<file path="config.mk">
export PLATFORM = sky130hd
export DESIGN_NAME = hdu_top
export DESIGN_NICKNAME = d
export VERILOG_FILES = /design/src/hdu_pkg.sv /design/src/hdu_slot_alloc.sv /design/src/hdu_track_entry.sv /design/src/hdu_hazard_merge.sv /design/src/hdu_top.sv
export SDC_FILE = /design/constraint.sdc
export NUM_CORES = 1
export LEC_CHECK = 0
export ABC_AREA = 1
export ABC_CLOCK_PERIOD_IN_PS = 3700
export BUFFER_PORTS_ARGS = -buffer_cell sky130_fd_sc_hd__buf_4
export CAP_MARGIN = 20
export CORE_MARGIN = 3
export CORE_UTILIZATION = 67
export CTS_CLUSTER_SIZE = 10
export DETAILED_ROUTE_END_ITERATION = 8
export PLACE_DENSITY = 0.93
export SYNTH_ARGS = -nofsm -noshare
export SYNTH_HDL_FRONTEND = slang
export SYNTH_HIERARCHICAL = 1
export SYNTH_SLANG_ARGS = --single-unit
</file>
<file path="constraint.sdc">
create_clock -name clk -period 3.7 [get_ports clk]
set_input_delay 0 -clock clk [delete_from_list [all_inputs] [get_ports clk]]
set_output_delay 0 -clock clk [all_outputs]
set_load 0.05 [all_outputs]
</file>
<file path="src/hdu_pkg.sv">
// widths and unit codes for the long-latency hazard unit; commit_id_w must cover log2 of the entry count
package hdu_pkg;

    // register file index, integer and fp files share the encoding
    localparam int reg_addr_w = 5;

    // scoreboard entry index handed out as commit id
    localparam int commit_id_w = 3;

    // execution unit type field
    localparam int exu_w = 2;

    // entries in the table unless the top level overrides it
    localparam int hdu_depth_default = 8;

    // long-latency unit that will write the destination
    typedef enum logic [exu_w-1:0] {
        exu_mul = 2'd0, // integer multiply
        exu_div = 2'd1, // integer divide / remainder
        exu_fpu = 2'd2  // floating point pipe
    } exu_type_t;
    // code 2'd3 left unused

endpackage

</file>
<file path="src/hdu_slot_alloc.sv">
// lowest free entry wins; grants nothing and reports id 0 while stalled or when no write is requested
`timescale 1ns/1ps

module hdu_slot_alloc #(
    parameter int DEPTH = hdu_pkg::hdu_depth_default
) (
    input  logic [DEPTH-1:0]                   valid_i,      // registered entry valid bits
    input  logic                               inst_valid_i, // request present
    input  logic                               rd_we_i,      // request writes a register
    input  logic                               stall_i,      // hazard or full table
    output logic [DEPTH-1:0]                   alloc_o,      // one-hot load strobe per entry
    output logic [hdu_pkg::commit_id_w-1:0]    commit_id_o   // index of the granted entry
);

    logic [DEPTH-1:0]                first_free; // one-hot, lowest clear valid bit
    logic [hdu_pkg::commit_id_w-1:0] free_idx;   // encoded form of first_free
    logic                            any_free;
    logic                            grant;

    // scan from the top down so the lowest free index is the last one kept
    always_comb begin
        first_free = '0;
        free_idx   = '0;
        any_free   = 1'b0;
        for (int k = DEPTH - 1; k >= 0; k--) begin
            if (!valid_i[k]) begin
                first_free    = '0;
                first_free[k] = 1'b1;
                free_idx      = k[hdu_pkg::commit_id_w-1:0];
                any_free      = 1'b1;
            end
        end
    end

    // only a hazard-free writing instruction takes an entry
    assign grant = inst_valid_i && rd_we_i && !stall_i && any_free;

    assign alloc_o     = grant ? first_free : '0;
    assign commit_id_o = grant ? free_idx : '0; // id 0 when nothing is granted

endmodule

</file>
<file path="src/hdu_track_entry.sv">
// one scoreboard slot; commits naming ENTRY_ID drop its hazards in the same cycle, ids must be below DEPTH
`timescale 1ns/1ps

module hdu_track_entry #(
    parameter int DEPTH    = hdu_pkg::hdu_depth_default,
    parameter int ENTRY_ID = 0
) (
    input  logic                            clk,
    input  logic                            rst_n,
    input  logic                            alloc_i,            // load this entry at the edge
    input  logic [hdu_pkg::reg_addr_w-1:0]  rd_addr_i,          // request destination
    input  hdu_pkg::exu_type_t              exu_type_i,         // request unit type
    input  logic [hdu_pkg::reg_addr_w-1:0]  rs1_addr_i,
    input  logic [hdu_pkg::reg_addr_w-1:0]  rs2_addr_i,
    input  logic [hdu_pkg::reg_addr_w-1:0]  rs3_addr_i,
    input  logic                            rs1_re_i,
    input  logic                            rs2_re_i,
    input  logic                            rs3_re_i,
    input  logic                            rd_we_i,
    input  logic                            inst_valid_i,
    input  logic                            commit_valid_int_i, // integer side retire strobe
    input  logic [hdu_pkg::commit_id_w-1:0] commit_id_int_i,
    input  logic                            commit_valid_fp_i,  // fp side retire strobe
    input  logic [hdu_pkg::commit_id_w-1:0] commit_id_fp_i,
    output logic                            valid_o,            // entry pending
    output logic                            raw_o,              // request reads our rd
    output logic                            waw_o               // request writes our rd, other unit
);

    localparam logic [hdu_pkg::commit_id_w-1:0] SELF_ID = ENTRY_ID[hdu_pkg::commit_id_w-1:0];

    logic                           valid_q;
    logic [hdu_pkg::reg_addr_w-1:0] rd_q;       // pending destination
    hdu_pkg::exu_type_t             exu_q;      // unit that owns the write
    logic                           commit_hit; // either port retires us now
    logic                           live;       // still able to cause a hazard
    logic                           src_hit;

    // index must fit both the table and the commit id field
    if (ENTRY_ID >= DEPTH || DEPTH > (1 << hdu_pkg::commit_id_w)) begin : g_cfg_err
        $error("hdu_track_entry: entry index %0d outside depth %0d", ENTRY_ID, DEPTH);
    end

    assign commit_hit = (commit_valid_int_i && commit_id_int_i == SELF_ID) ||
                        (commit_valid_fp_i  && commit_id_fp_i  == SELF_ID);

    assign live = valid_q && !commit_hit; // retiring this cycle counts as gone

    assign src_hit = (rs1_re_i && rs1_addr_i == rd_q) ||
                     (rs2_re_i && rs2_addr_i == rd_q) ||
                     (rs3_re_i && rs3_addr_i == rd_q);

    assign raw_o = inst_valid_i && live && src_hit;
    // same unit retires in order, so only a cross-unit write is a hazard
    assign waw_o = inst_valid_i && live && rd_we_i &&
                   (rd_addr_i == rd_q) && (exu_type_i != exu_q);

    // alloc and commit never hit the same entry, alloc needs it free
    always_ff @(posedge clk or negedge rst_n) begin
        if (!rst_n) begin
            valid_q <= 1'b0;
        end else if (alloc_i) begin
            valid_q <= 1'b1;
        end else if (commit_hit) begin
            valid_q <= 1'b0; // freed at this edge
        end
    end

    // payload, qualified by valid_q
    always_ff @(posedge clk) begin
        if (alloc_i) begin
            rd_q  <= rd_addr_i;
            exu_q <= exu_type_i;
        end
    end

    assign valid_o = valid_q;

endmodule

</file>
<file path="src/hdu_hazard_merge.sv">
// stall covers raw, waw and a full table; the full check ignores same-cycle commits
`timescale 1ns/1ps

module hdu_hazard_merge #(
    parameter int DEPTH = hdu_pkg::hdu_depth_default
) (
    input  logic [DEPTH-1:0] valid_i,              // registered valid bits
    input  logic [DEPTH-1:0] raw_i,                // per-entry read-after-write
    input  logic [DEPTH-1:0] waw_i,                // per-entry write-after-write
    output logic             stall_o,              // back to the allocator
    output logic             hazard_stall_o,       // to the issue stage
    output logic             long_inst_atom_lock_o // something still in flight
);

    logic raw_any;
    logic waw_any;
    logic table_full;
    logic stall;

    assign raw_any = |raw_i;
    assign waw_any = |waw_i;

    // every slot taken, even if one retires this cycle it is not reusable yet
    assign table_full = &valid_i;

    assign stall = raw_any || waw_any || table_full;

    // same signal feeds both consumers
    assign stall_o        = stall;
    assign hazard_stall_o = stall;

    // registered bits only, so lock lags alloc and commit by one edge
    assign long_inst_atom_lock_o = |valid_i;

endmodule

</file>
<file path="src/hdu_top.sv">
// request is a level sampled each edge and must be held while stalled; commits must name pending entries
`timescale 1ns/1ps

module hdu_top #(
    parameter int DEPTH = hdu_pkg::hdu_depth_default // power of two, 2..8
) (
    input  logic                            clk,
    input  logic                            rst_n,
    // issue request
    input  logic                            inst_valid_i,
    input  logic                            rd_we_i,
    input  logic [hdu_pkg::reg_addr_w-1:0]  rd_addr_i,
    input  logic [hdu_pkg::reg_addr_w-1:0]  rs1_addr_i,
    input  logic [hdu_pkg::reg_addr_w-1:0]  rs2_addr_i,
    input  logic [hdu_pkg::reg_addr_w-1:0]  rs3_addr_i,
    input  logic                            rs1_re_i,
    input  logic                            rs2_re_i,
    input  logic                            rs3_re_i,     // fused multiply-add third source
    input  hdu_pkg::exu_type_t              exu_type_i,
    // retire ports
    input  logic                            commit_valid_int_i,
    input  logic [hdu_pkg::commit_id_w-1:0] commit_id_int_i,
    input  logic                            commit_valid_fp_i,
    input  logic [hdu_pkg::commit_id_w-1:0] commit_id_fp_i,
    // to the pipeline
    output logic                            hazard_stall_o,
    output logic [hdu_pkg::commit_id_w-1:0] commit_id_o,  // id travels with the instruction
    output logic                            long_inst_atom_lock_o
);

    logic [DEPTH-1:0] entry_valid; // registered valid per slot
    logic [DEPTH-1:0] entry_raw;
    logic [DEPTH-1:0] entry_waw;
    logic [DEPTH-1:0] alloc_grant; // one-hot load strobe
    logic             stall;       // merge -> allocator

    hdu_slot_alloc #(
        .DEPTH (DEPTH)
    ) u_alloc (
        .valid_i      (entry_valid),
        .inst_valid_i (inst_valid_i),
        .rd_we_i      (rd_we_i),
        .stall_i      (stall),
        .alloc_o      (alloc_grant),
        .commit_id_o  (commit_id_o)
    );

    // one slot per index, the index doubles as the commit id
    for (genvar g = 0; g < DEPTH; g++) begin : g_entry
        hdu_track_entry #(
            .DEPTH    (DEPTH),
            .ENTRY_ID (g)
        ) u_entry (
            .clk                (clk),
            .rst_n              (rst_n),
            .alloc_i            (alloc_grant[g]),
            .rd_addr_i          (rd_addr_i),
            .exu_type_i         (exu_type_i),
            .rs1_addr_i         (rs1_addr_i),
            .rs2_addr_i         (rs2_addr_i),
            .rs3_addr_i         (rs3_addr_i),
            .rs1_re_i           (rs1_re_i),
            .rs2_re_i           (rs2_re_i),
            .rs3_re_i           (rs3_re_i),
            .rd_we_i            (rd_we_i),
            .inst_valid_i       (inst_valid_i),
            .commit_valid_int_i (commit_valid_int_i),
            .commit_id_int_i    (commit_id_int_i),
            .commit_valid_fp_i  (commit_valid_fp_i),
            .commit_id_fp_i     (commit_id_fp_i),
            .valid_o            (entry_valid[g]),
            .raw_o              (entry_raw[g]),
            .waw_o              (entry_waw[g])
        );
    end

    hdu_hazard_merge #(
        .DEPTH (DEPTH)
    ) u_merge (
        .valid_i               (entry_valid),
        .raw_i                 (entry_raw),
        .waw_i                 (entry_waw),
        .stall_o               (stall),
        .hazard_stall_o        (hazard_stall_o),
        .long_inst_atom_lock_o (long_inst_atom_lock_o)
    );

endmodule

</file>
Word level (Yosys, flattened, before mapping)
Cells that the tools add are included.
W data, S select, Z words.
{"block": "word_totals", "regBits": 64, "latch_bits": 0, "ram_bits": 0, "mem_bits_ro": 0, "in_bits": 37, "memories": 0}
{"block": "op_classes", "n_addsub": 0, "multipliers": 0, "n_div": 0, "magnitude_cmp": 0, "eq_ne": 54, "n_shift": 0, "mux": 42, "bitwise": 0, "reduce_logical": 140}
{"cell": "$eq A5 B5 Y1", "n": 32}
{"cell": "$logic_and A1 B1 Y1", "n": 91}
{"cell": "$mux W8", "n": 9}
{"cell": "$mux W3", "n": 9}
{"cell": "$logic_or A1 B1 Y1", "n": 26}
{"cell": "$eq A3 B3 Y1 const B", "n": 8}
{"cell": "$mux W1", "n": 24}
{"cell": "$reduce_or A8 Y1", "n": 3}
{"cell": "$ne A2 B2 Y1", "n": 8}
{"cell": "$reduce_bool A2 Y1", "n": 8}
{"cell": "$eq A3 B2 Y1 const B", "n": 4}
{"cell": "$logic_not A1 Y1", "n": 9}
{"cell": "$reduce_and A8 Y1", "n": 1}
{"cell": "$eq A3 B1 Y1 const B", "n": 2}
{"cell": "$logic_not A3 Y1", "n": 2}

Longest topological paths before layout
{"block": "logic_depth", "word_depth": 17, "depth_mapped": 17, "mapped_depth_nobuf": 16}

Hierarchy
Netlist, hierarchy kept.
{"mod": "hdu_track_entry (g_entry[0].u_entry ...)", "instances": 4, "cells_each": 108, "area_each_um2": 678.2}
{"mod": "hdu_track_entry (g_entry[3].u_entry ...)", "instances": 3, "cells_each": 108, "area_each_um2": 680.7}
{"mod": "hdu_track_entry (g_entry[7].u_entry)", "instances": 1, "cells_each": 106, "area_each_um2": 673.1}
{"mod": "hdu_slot_alloc", "instances": 1, "cells_each": 36, "area_each_um2": 215.2}
{"mod": "hdu_hazard_merge", "instances": 1, "cells_each": 28, "area_each_um2": 112.6}

Worst setup path after synthesis
No wires, ideal clock.
{"block": "synth_timing", "path_type": "reg2out", "from": "register g_entry[5].u_entry/rd_q[1] (netlist name)", "to": "output commit_id_o[0] (netlist name)", "arrival_time_ns": 2.854, "path_slack_ns": 0.846, "stages_incl_launch_ff": 16, "n_path_buf": 1, "path_cell_list": "edfxtp_1 inv_2 nand2_2 o21ai_1 nand3b_4 nor2_2 nand2_1 nor2_2 nor2_1 nand2_1 nor2_1 nand3_1 buf_4 nor2_4 nand3_2 a21oi_1"}
{"block": "synth_via", "elab_cells_between_ends": 20}
{"item": "start, declared", "line": "hdu_track_entry.sv:33", "source": "logic [hdu_pkg::reg_addr_w-1:0] rd_q;"}
{"item": "start signal, assigned", "line": "hdu_track_entry.sv:72", "source": "rd_q <= rd_addr_i;"}
{"item": "$eq A5 B5 Y1", "line": "hdu_track_entry.sv:56", "source": "(rd_addr_i == rd_q) && (exu_type_i != exu_q);"}
{"item": "$logic_and A1 B1 Y1", "line": "hdu_track_entry.sv:55", "source": "assign waw_o = inst_valid_i && live && rd_we_i &&"}
{"item": "$logic_and A1 B1 Y1", "line": "hdu_track_entry.sv:56"}
{"item": "net entry_waw[5]", "line": "hdu_top.sv:33", "source": "logic [DEPTH-1:0] entry_waw;"}
{"item": "$reduce_or A8 Y1", "line": "hdu_hazard_merge.sv:21", "source": "assign waw_any = |waw_i;"}
{"item": "$logic_or A1 B1 Y1 (2 in series)", "line": "hdu_hazard_merge.sv:26", "source": "assign stall = raw_any || waw_any || table_full;"}
{"item": "net hazard_stall_o", "line": "hdu_top.sv:26", "source": "output logic hazard_stall_o,"}
{"item": "$logic_not A1 Y1", "line": "hdu_slot_alloc.sv:36", "source": "assign grant = inst_valid_i && rd_we_i && !stall_i && any_free;"}
{"item": "$logic_and A1 B1 Y1 (2 in series)", "line": "hdu_slot_alloc.sv:36"}
{"item": "$mux W3", "line": "hdu_slot_alloc.sv:39", "source": "assign commit_id_o = grant ? free_idx : '0;"}
{"item": "end, declared", "line": "hdu_top.sv:27", "source": "output logic [hdu_pkg::commit_id_w-1:0] commit_id_o,"}
The timed path passes the listed nets, and every way through them passes these cells.

Worst setup path in the final report
{"block": "layout_timing", "from": "register g_entry[7].u_entry/rd_q[1] (netlist name)", "to": "register g_entry[3].u_entry/rd_q[2] (netlist name) (enable)"}
{"block": "layout_via", "elab_cells_between_ends": 20}
{"item": "start, declared", "line": "hdu_track_entry.sv:33"}
{"item": "start signal, assigned", "line": "hdu_track_entry.sv:72"}
{"item": "$eq A5 B5 Y1", "line": "hdu_track_entry.sv:56"}
{"item": "$logic_and A1 B1 Y1", "line": "hdu_track_entry.sv:55"}
{"item": "$logic_and A1 B1 Y1", "line": "hdu_track_entry.sv:56"}
{"item": "net entry_waw[7]", "line": "hdu_top.sv:33"}
{"item": "$reduce_or A8 Y1", "line": "hdu_hazard_merge.sv:21"}
{"item": "$logic_or A1 B1 Y1 (2 in series)", "line": "hdu_hazard_merge.sv:26"}
{"item": "$logic_not A1 Y1", "line": "hdu_slot_alloc.sv:36"}
{"item": "$logic_and A1 B1 Y1 (2 in series)", "line": "hdu_slot_alloc.sv:36"}
{"item": "$mux W8", "line": "hdu_slot_alloc.sv:38", "source": "assign alloc_o = grant ? first_free : '0;"}
{"item": "net alloc_grant[3]", "line": "hdu_top.sv:34", "source": "logic [DEPTH-1:0] alloc_grant;"}
{"item": "end signal, assigned", "line": "hdu_track_entry.sv:72"}
{"item": "end, declared", "line": "hdu_track_entry.sv:33"}
The timed path passes the listed nets, and every way through them passes these cells.
A chain may end at the register's enable or synchronous reset.

==> impl_metrics.toml <==
[outcome]
outcome = "completed"

[yosys]
syn_nets = 963
synth_edf_count = 56
yosys-mux-area-fraction_pct = 0
netlist_instances = 926
synth_cell_types = 25
synth.avg_cell_area_sq_um = 6.215
synthSimpleGateAreaFrac_pct = 46.74
ys_ff_latch = 64
ys_async_sr_fraction_pct = 12.50
synthesis.area_sq_um = 5756
yosysMostFrequentCell = "nand2_1"
synth.area.top_cells = "edfxtp_1 29%, nand2_1 24%, nor2_1 8.7%"
ys_warn_count = 6
ys.flop_type = "edfxtp_1"
synth_top_cell_by_area = "edfxtp_1"
synth_xor_area_share_pct = 3.652
yosysTopAreaCellShare_pct = 29.22
synthAdderAreaFrac_pct = 0
synth_common_cells = "368 x nand2_1, 133 x nor2_1, 132 x inv_1, 56 x edfxtp_1, 42 x nand3_1"
ys_seq_area_share_pct = 32.70
synth_top_family_by_area = "simple AND/OR/NAND/NOR gates"
synth_compound_area_share_pct = 5.565

[global_routing]
grt_pass1_vias = 5575
grt_pass1_wl_mm = 27.34
grt_max_degree = 25
antenna_found_initial = 0
gr-total-overflow = 0
track_usage_pct = 35.57

[setup_path]
max_stage_delay_ps = 600
end_kind = "register"
crit_path_frequent_cell = "nor2_1"
crit_arrival_ps = 2890
start_kind = "register"
crit_fanout = 8
crit_slowest_cell = "nor2_1"
worstSetupPathType = "register to register"
crit_chain = "inv_2 -> nand2_2 -> o21ai_1 -> nand3b_4 -> nor2_2 -> nand2_1 -> nor2_2 -> nor2_1 -> nand2_1 -> nor2_1 -> nand3_1 -> nor2_4 -> nand3_2 -> nor2_1"
required_ps = 3680

[flow_run]
max_cap_viol_count = 0

[clock_network]
cts_tree = "yes"
cts_resized = 0
cts_htree_levels = 3
clk_pin_slew_ps = 80
clkLatencyLatePin_ps = 350
cts-root-buf = "clkbuf_8"
ctsHoldBuffers = 2
cts_setup_buffers = 0
clk_path_buf_depth = 2
cts_made_buffers = 9
cts.sinks = 64

[worst_hold_path]
min-delay-path-class = "input pin to register"

[timing]
rsz0062_at_grt = "no"
tightest_slew_ps = 761.9
slew_headroom_pct = 49.02
skew_ps = 9.980
fmax_ghz = 0.3440
drv_slew = 0
setup_viol = 0
final.setup.tns_ps = 0
post-route-min-period_ps = 2907
hold_viol = 0
fin_crit_sh_pct = 78.57

[detailed_routing]
first_iter_violations = 693
ant_nets = 0
drt_first_pass_iters = 6
wl_per_cell_microns = 15.58
routed_wl_mm = 16.98
vias_per_cell = 5.621
drc = 0
vias = 6127

[final_layout]
layout-drive-gt1-share_pct = 15.13
stdcell_count = 1090
areaGrowthSynthToFinish_pct = 11.83
finish.instance_area_sq_um = 6436
final_nets = 1017
antennaDiodeCount = 0

[pwr]
finalPower_uw = 2118
ir_drop_mv = 0.4507
p_leak_uw = 0.003552
power.density_nw_per_um2 = 329.1

[die]
core_sq_um = 8299
fp.dieH_microns = 98.69
ios = 42
row_count = 33
dieWidth_microns = 98.69
start_util_pct = 69.35
dieArea_sq_um = 9739

[placement]
io_buffers = 41
dpl.hpwl_mm = 11.08
routabilityCongestion = 0.9716
dpl_cell_area_sq_um = 6195
placedCellCount = 1072
==> report_power, final <==
group / internal [uW] / switching [uW] / leakage, uW
Combinational: 182 / 349 / 0.00283
Sequential: 832 / 66.4 / 0.000612
Clock: 383 / 305 / 0.000107
Total: 1400 / 721 / 0.00355
==> per-layer routing <==
metal  vias up  track usage (%)  routed length (microns)
li1       2951                -                        -
met1      2648            46.09                     6347
met2       427            57.10                     7610
met3       101            7.502                     2132
met4         0            16.81                      893
met5         -                0                        0
==> worst max-delay path, delay by kind of cell, from the launching register on <==
| family | cells | cell delay [ps] |
|---|---|---|
| flip-flops | 1 | 460 |
| AO/OA/AOI/OAI | 1 | 80 |
| AND/OR/NAND/NOR | 12 | 1870 |
| buffers and inverters | 1 | 130 |
==> area by class of cell <==
class | instances | area [sq um]
Inverter | 172 | 645.6
Clock buffer | 10 | 127.6
Sequential cell | 64 | 1882
Clock inverter | 6 | 93.84
Timing Repair Buffer | 44 | 335.3
Fill cell | 646 | 1863
Tap cell | 105 | 131.4
Multi-Input combinational cell | 689 | 3221
==> logic make-up (layout without fill, tap and decap cells) <==
group | Yosys count | after routing
and+or+nand+nor | 615 | 615
buffers and inverters | 173 | 232
DFF | 64 | 64
AOI/OAI and AO/OA | 50 | 50
xor gates and xnor gates | 24 | 24
==> stage by stage <==
stage	hold WS (ps)	util (%)	setup WS [ps]
2_1_floorplan	-295.6	-	846.0
3_3_place_gp	-173.8	74.64	951.7
3_5_place_dp	-172.3	74.64	925.4
4_1_cts	14.95	77.55	865.3
5_1_grt	13.83	77.55	632.1
6_report	17.26	77.55	793.0
==> path summary, 6_finish.rpt <==
check / slack [ps] / cells past startpoint / endpoint / from
min in group asynchronous: 650 / 3 / g_entry[0].u_entry/valid_o$_DFFE_PN0P_ / rst_n
worst min register to register: 670 / 1 / g_entry[7].u_entry/valid_o$_DFFE_PN0P_ / g_entry[7].u_entry/valid_o$_DFFE_PN0P_
max in group asynchronous: 2760 / 3 / g_entry[5].u_entry/valid_o$_DFFE_PN0P_ / rst_n
worst min-delay path: 20 / 1 / g_entry[1].u_entry/exu_q[1]$_DFFE_PP_ / exu_type_i[1]
worst max-delay path: 790 / 14 / g_entry[3].u_entry/rd_q[2]$_DFFE_PP_ / g_entry[7].u_entry/rd_q[1]$_DFFE_PP_
worst max register to register: 790 / 14 / g_entry[3].u_entry/rd_q[2]$_DFFE_PP_ / g_entry[7].u_entry/rd_q[1]$_DFFE_PP_
==> placed cells by master (no fill, tap or decap), types with 2 or more instances in the layout <==
cell,instances
xnor2_1,8
inv_2,40
nor2_4,3
nor3_2,2
dlygate4sd3_1,2
bufinv_16,2
a21oi_1,10
o21ai_1,16
nand2_2,11
nand4_1,17
nor3_1,2
a31o_2,8
inv_1,132
nor2_1,133
nand3_2,2
or2_1,8
nand3_1,42
nand3b_4,8
nor2_2,16
edfxtp_1,56
clkbuf_8,9
o211ai_1,16
xor2_1,16
nand2_4,2
dfrtp_1,8
buf_4,42
nand2_1,368
clkinv_4,3
==> sequential cells by signal, indices dropped and copies added (netlist names) <==
signal and flops:
g_entry.u_entry/exu_q 16, g_entry.u_entry/rd_q 40, g_entry.u_entry/valid_o 8
Note: power is estimated with default switching activity, not from simulation.
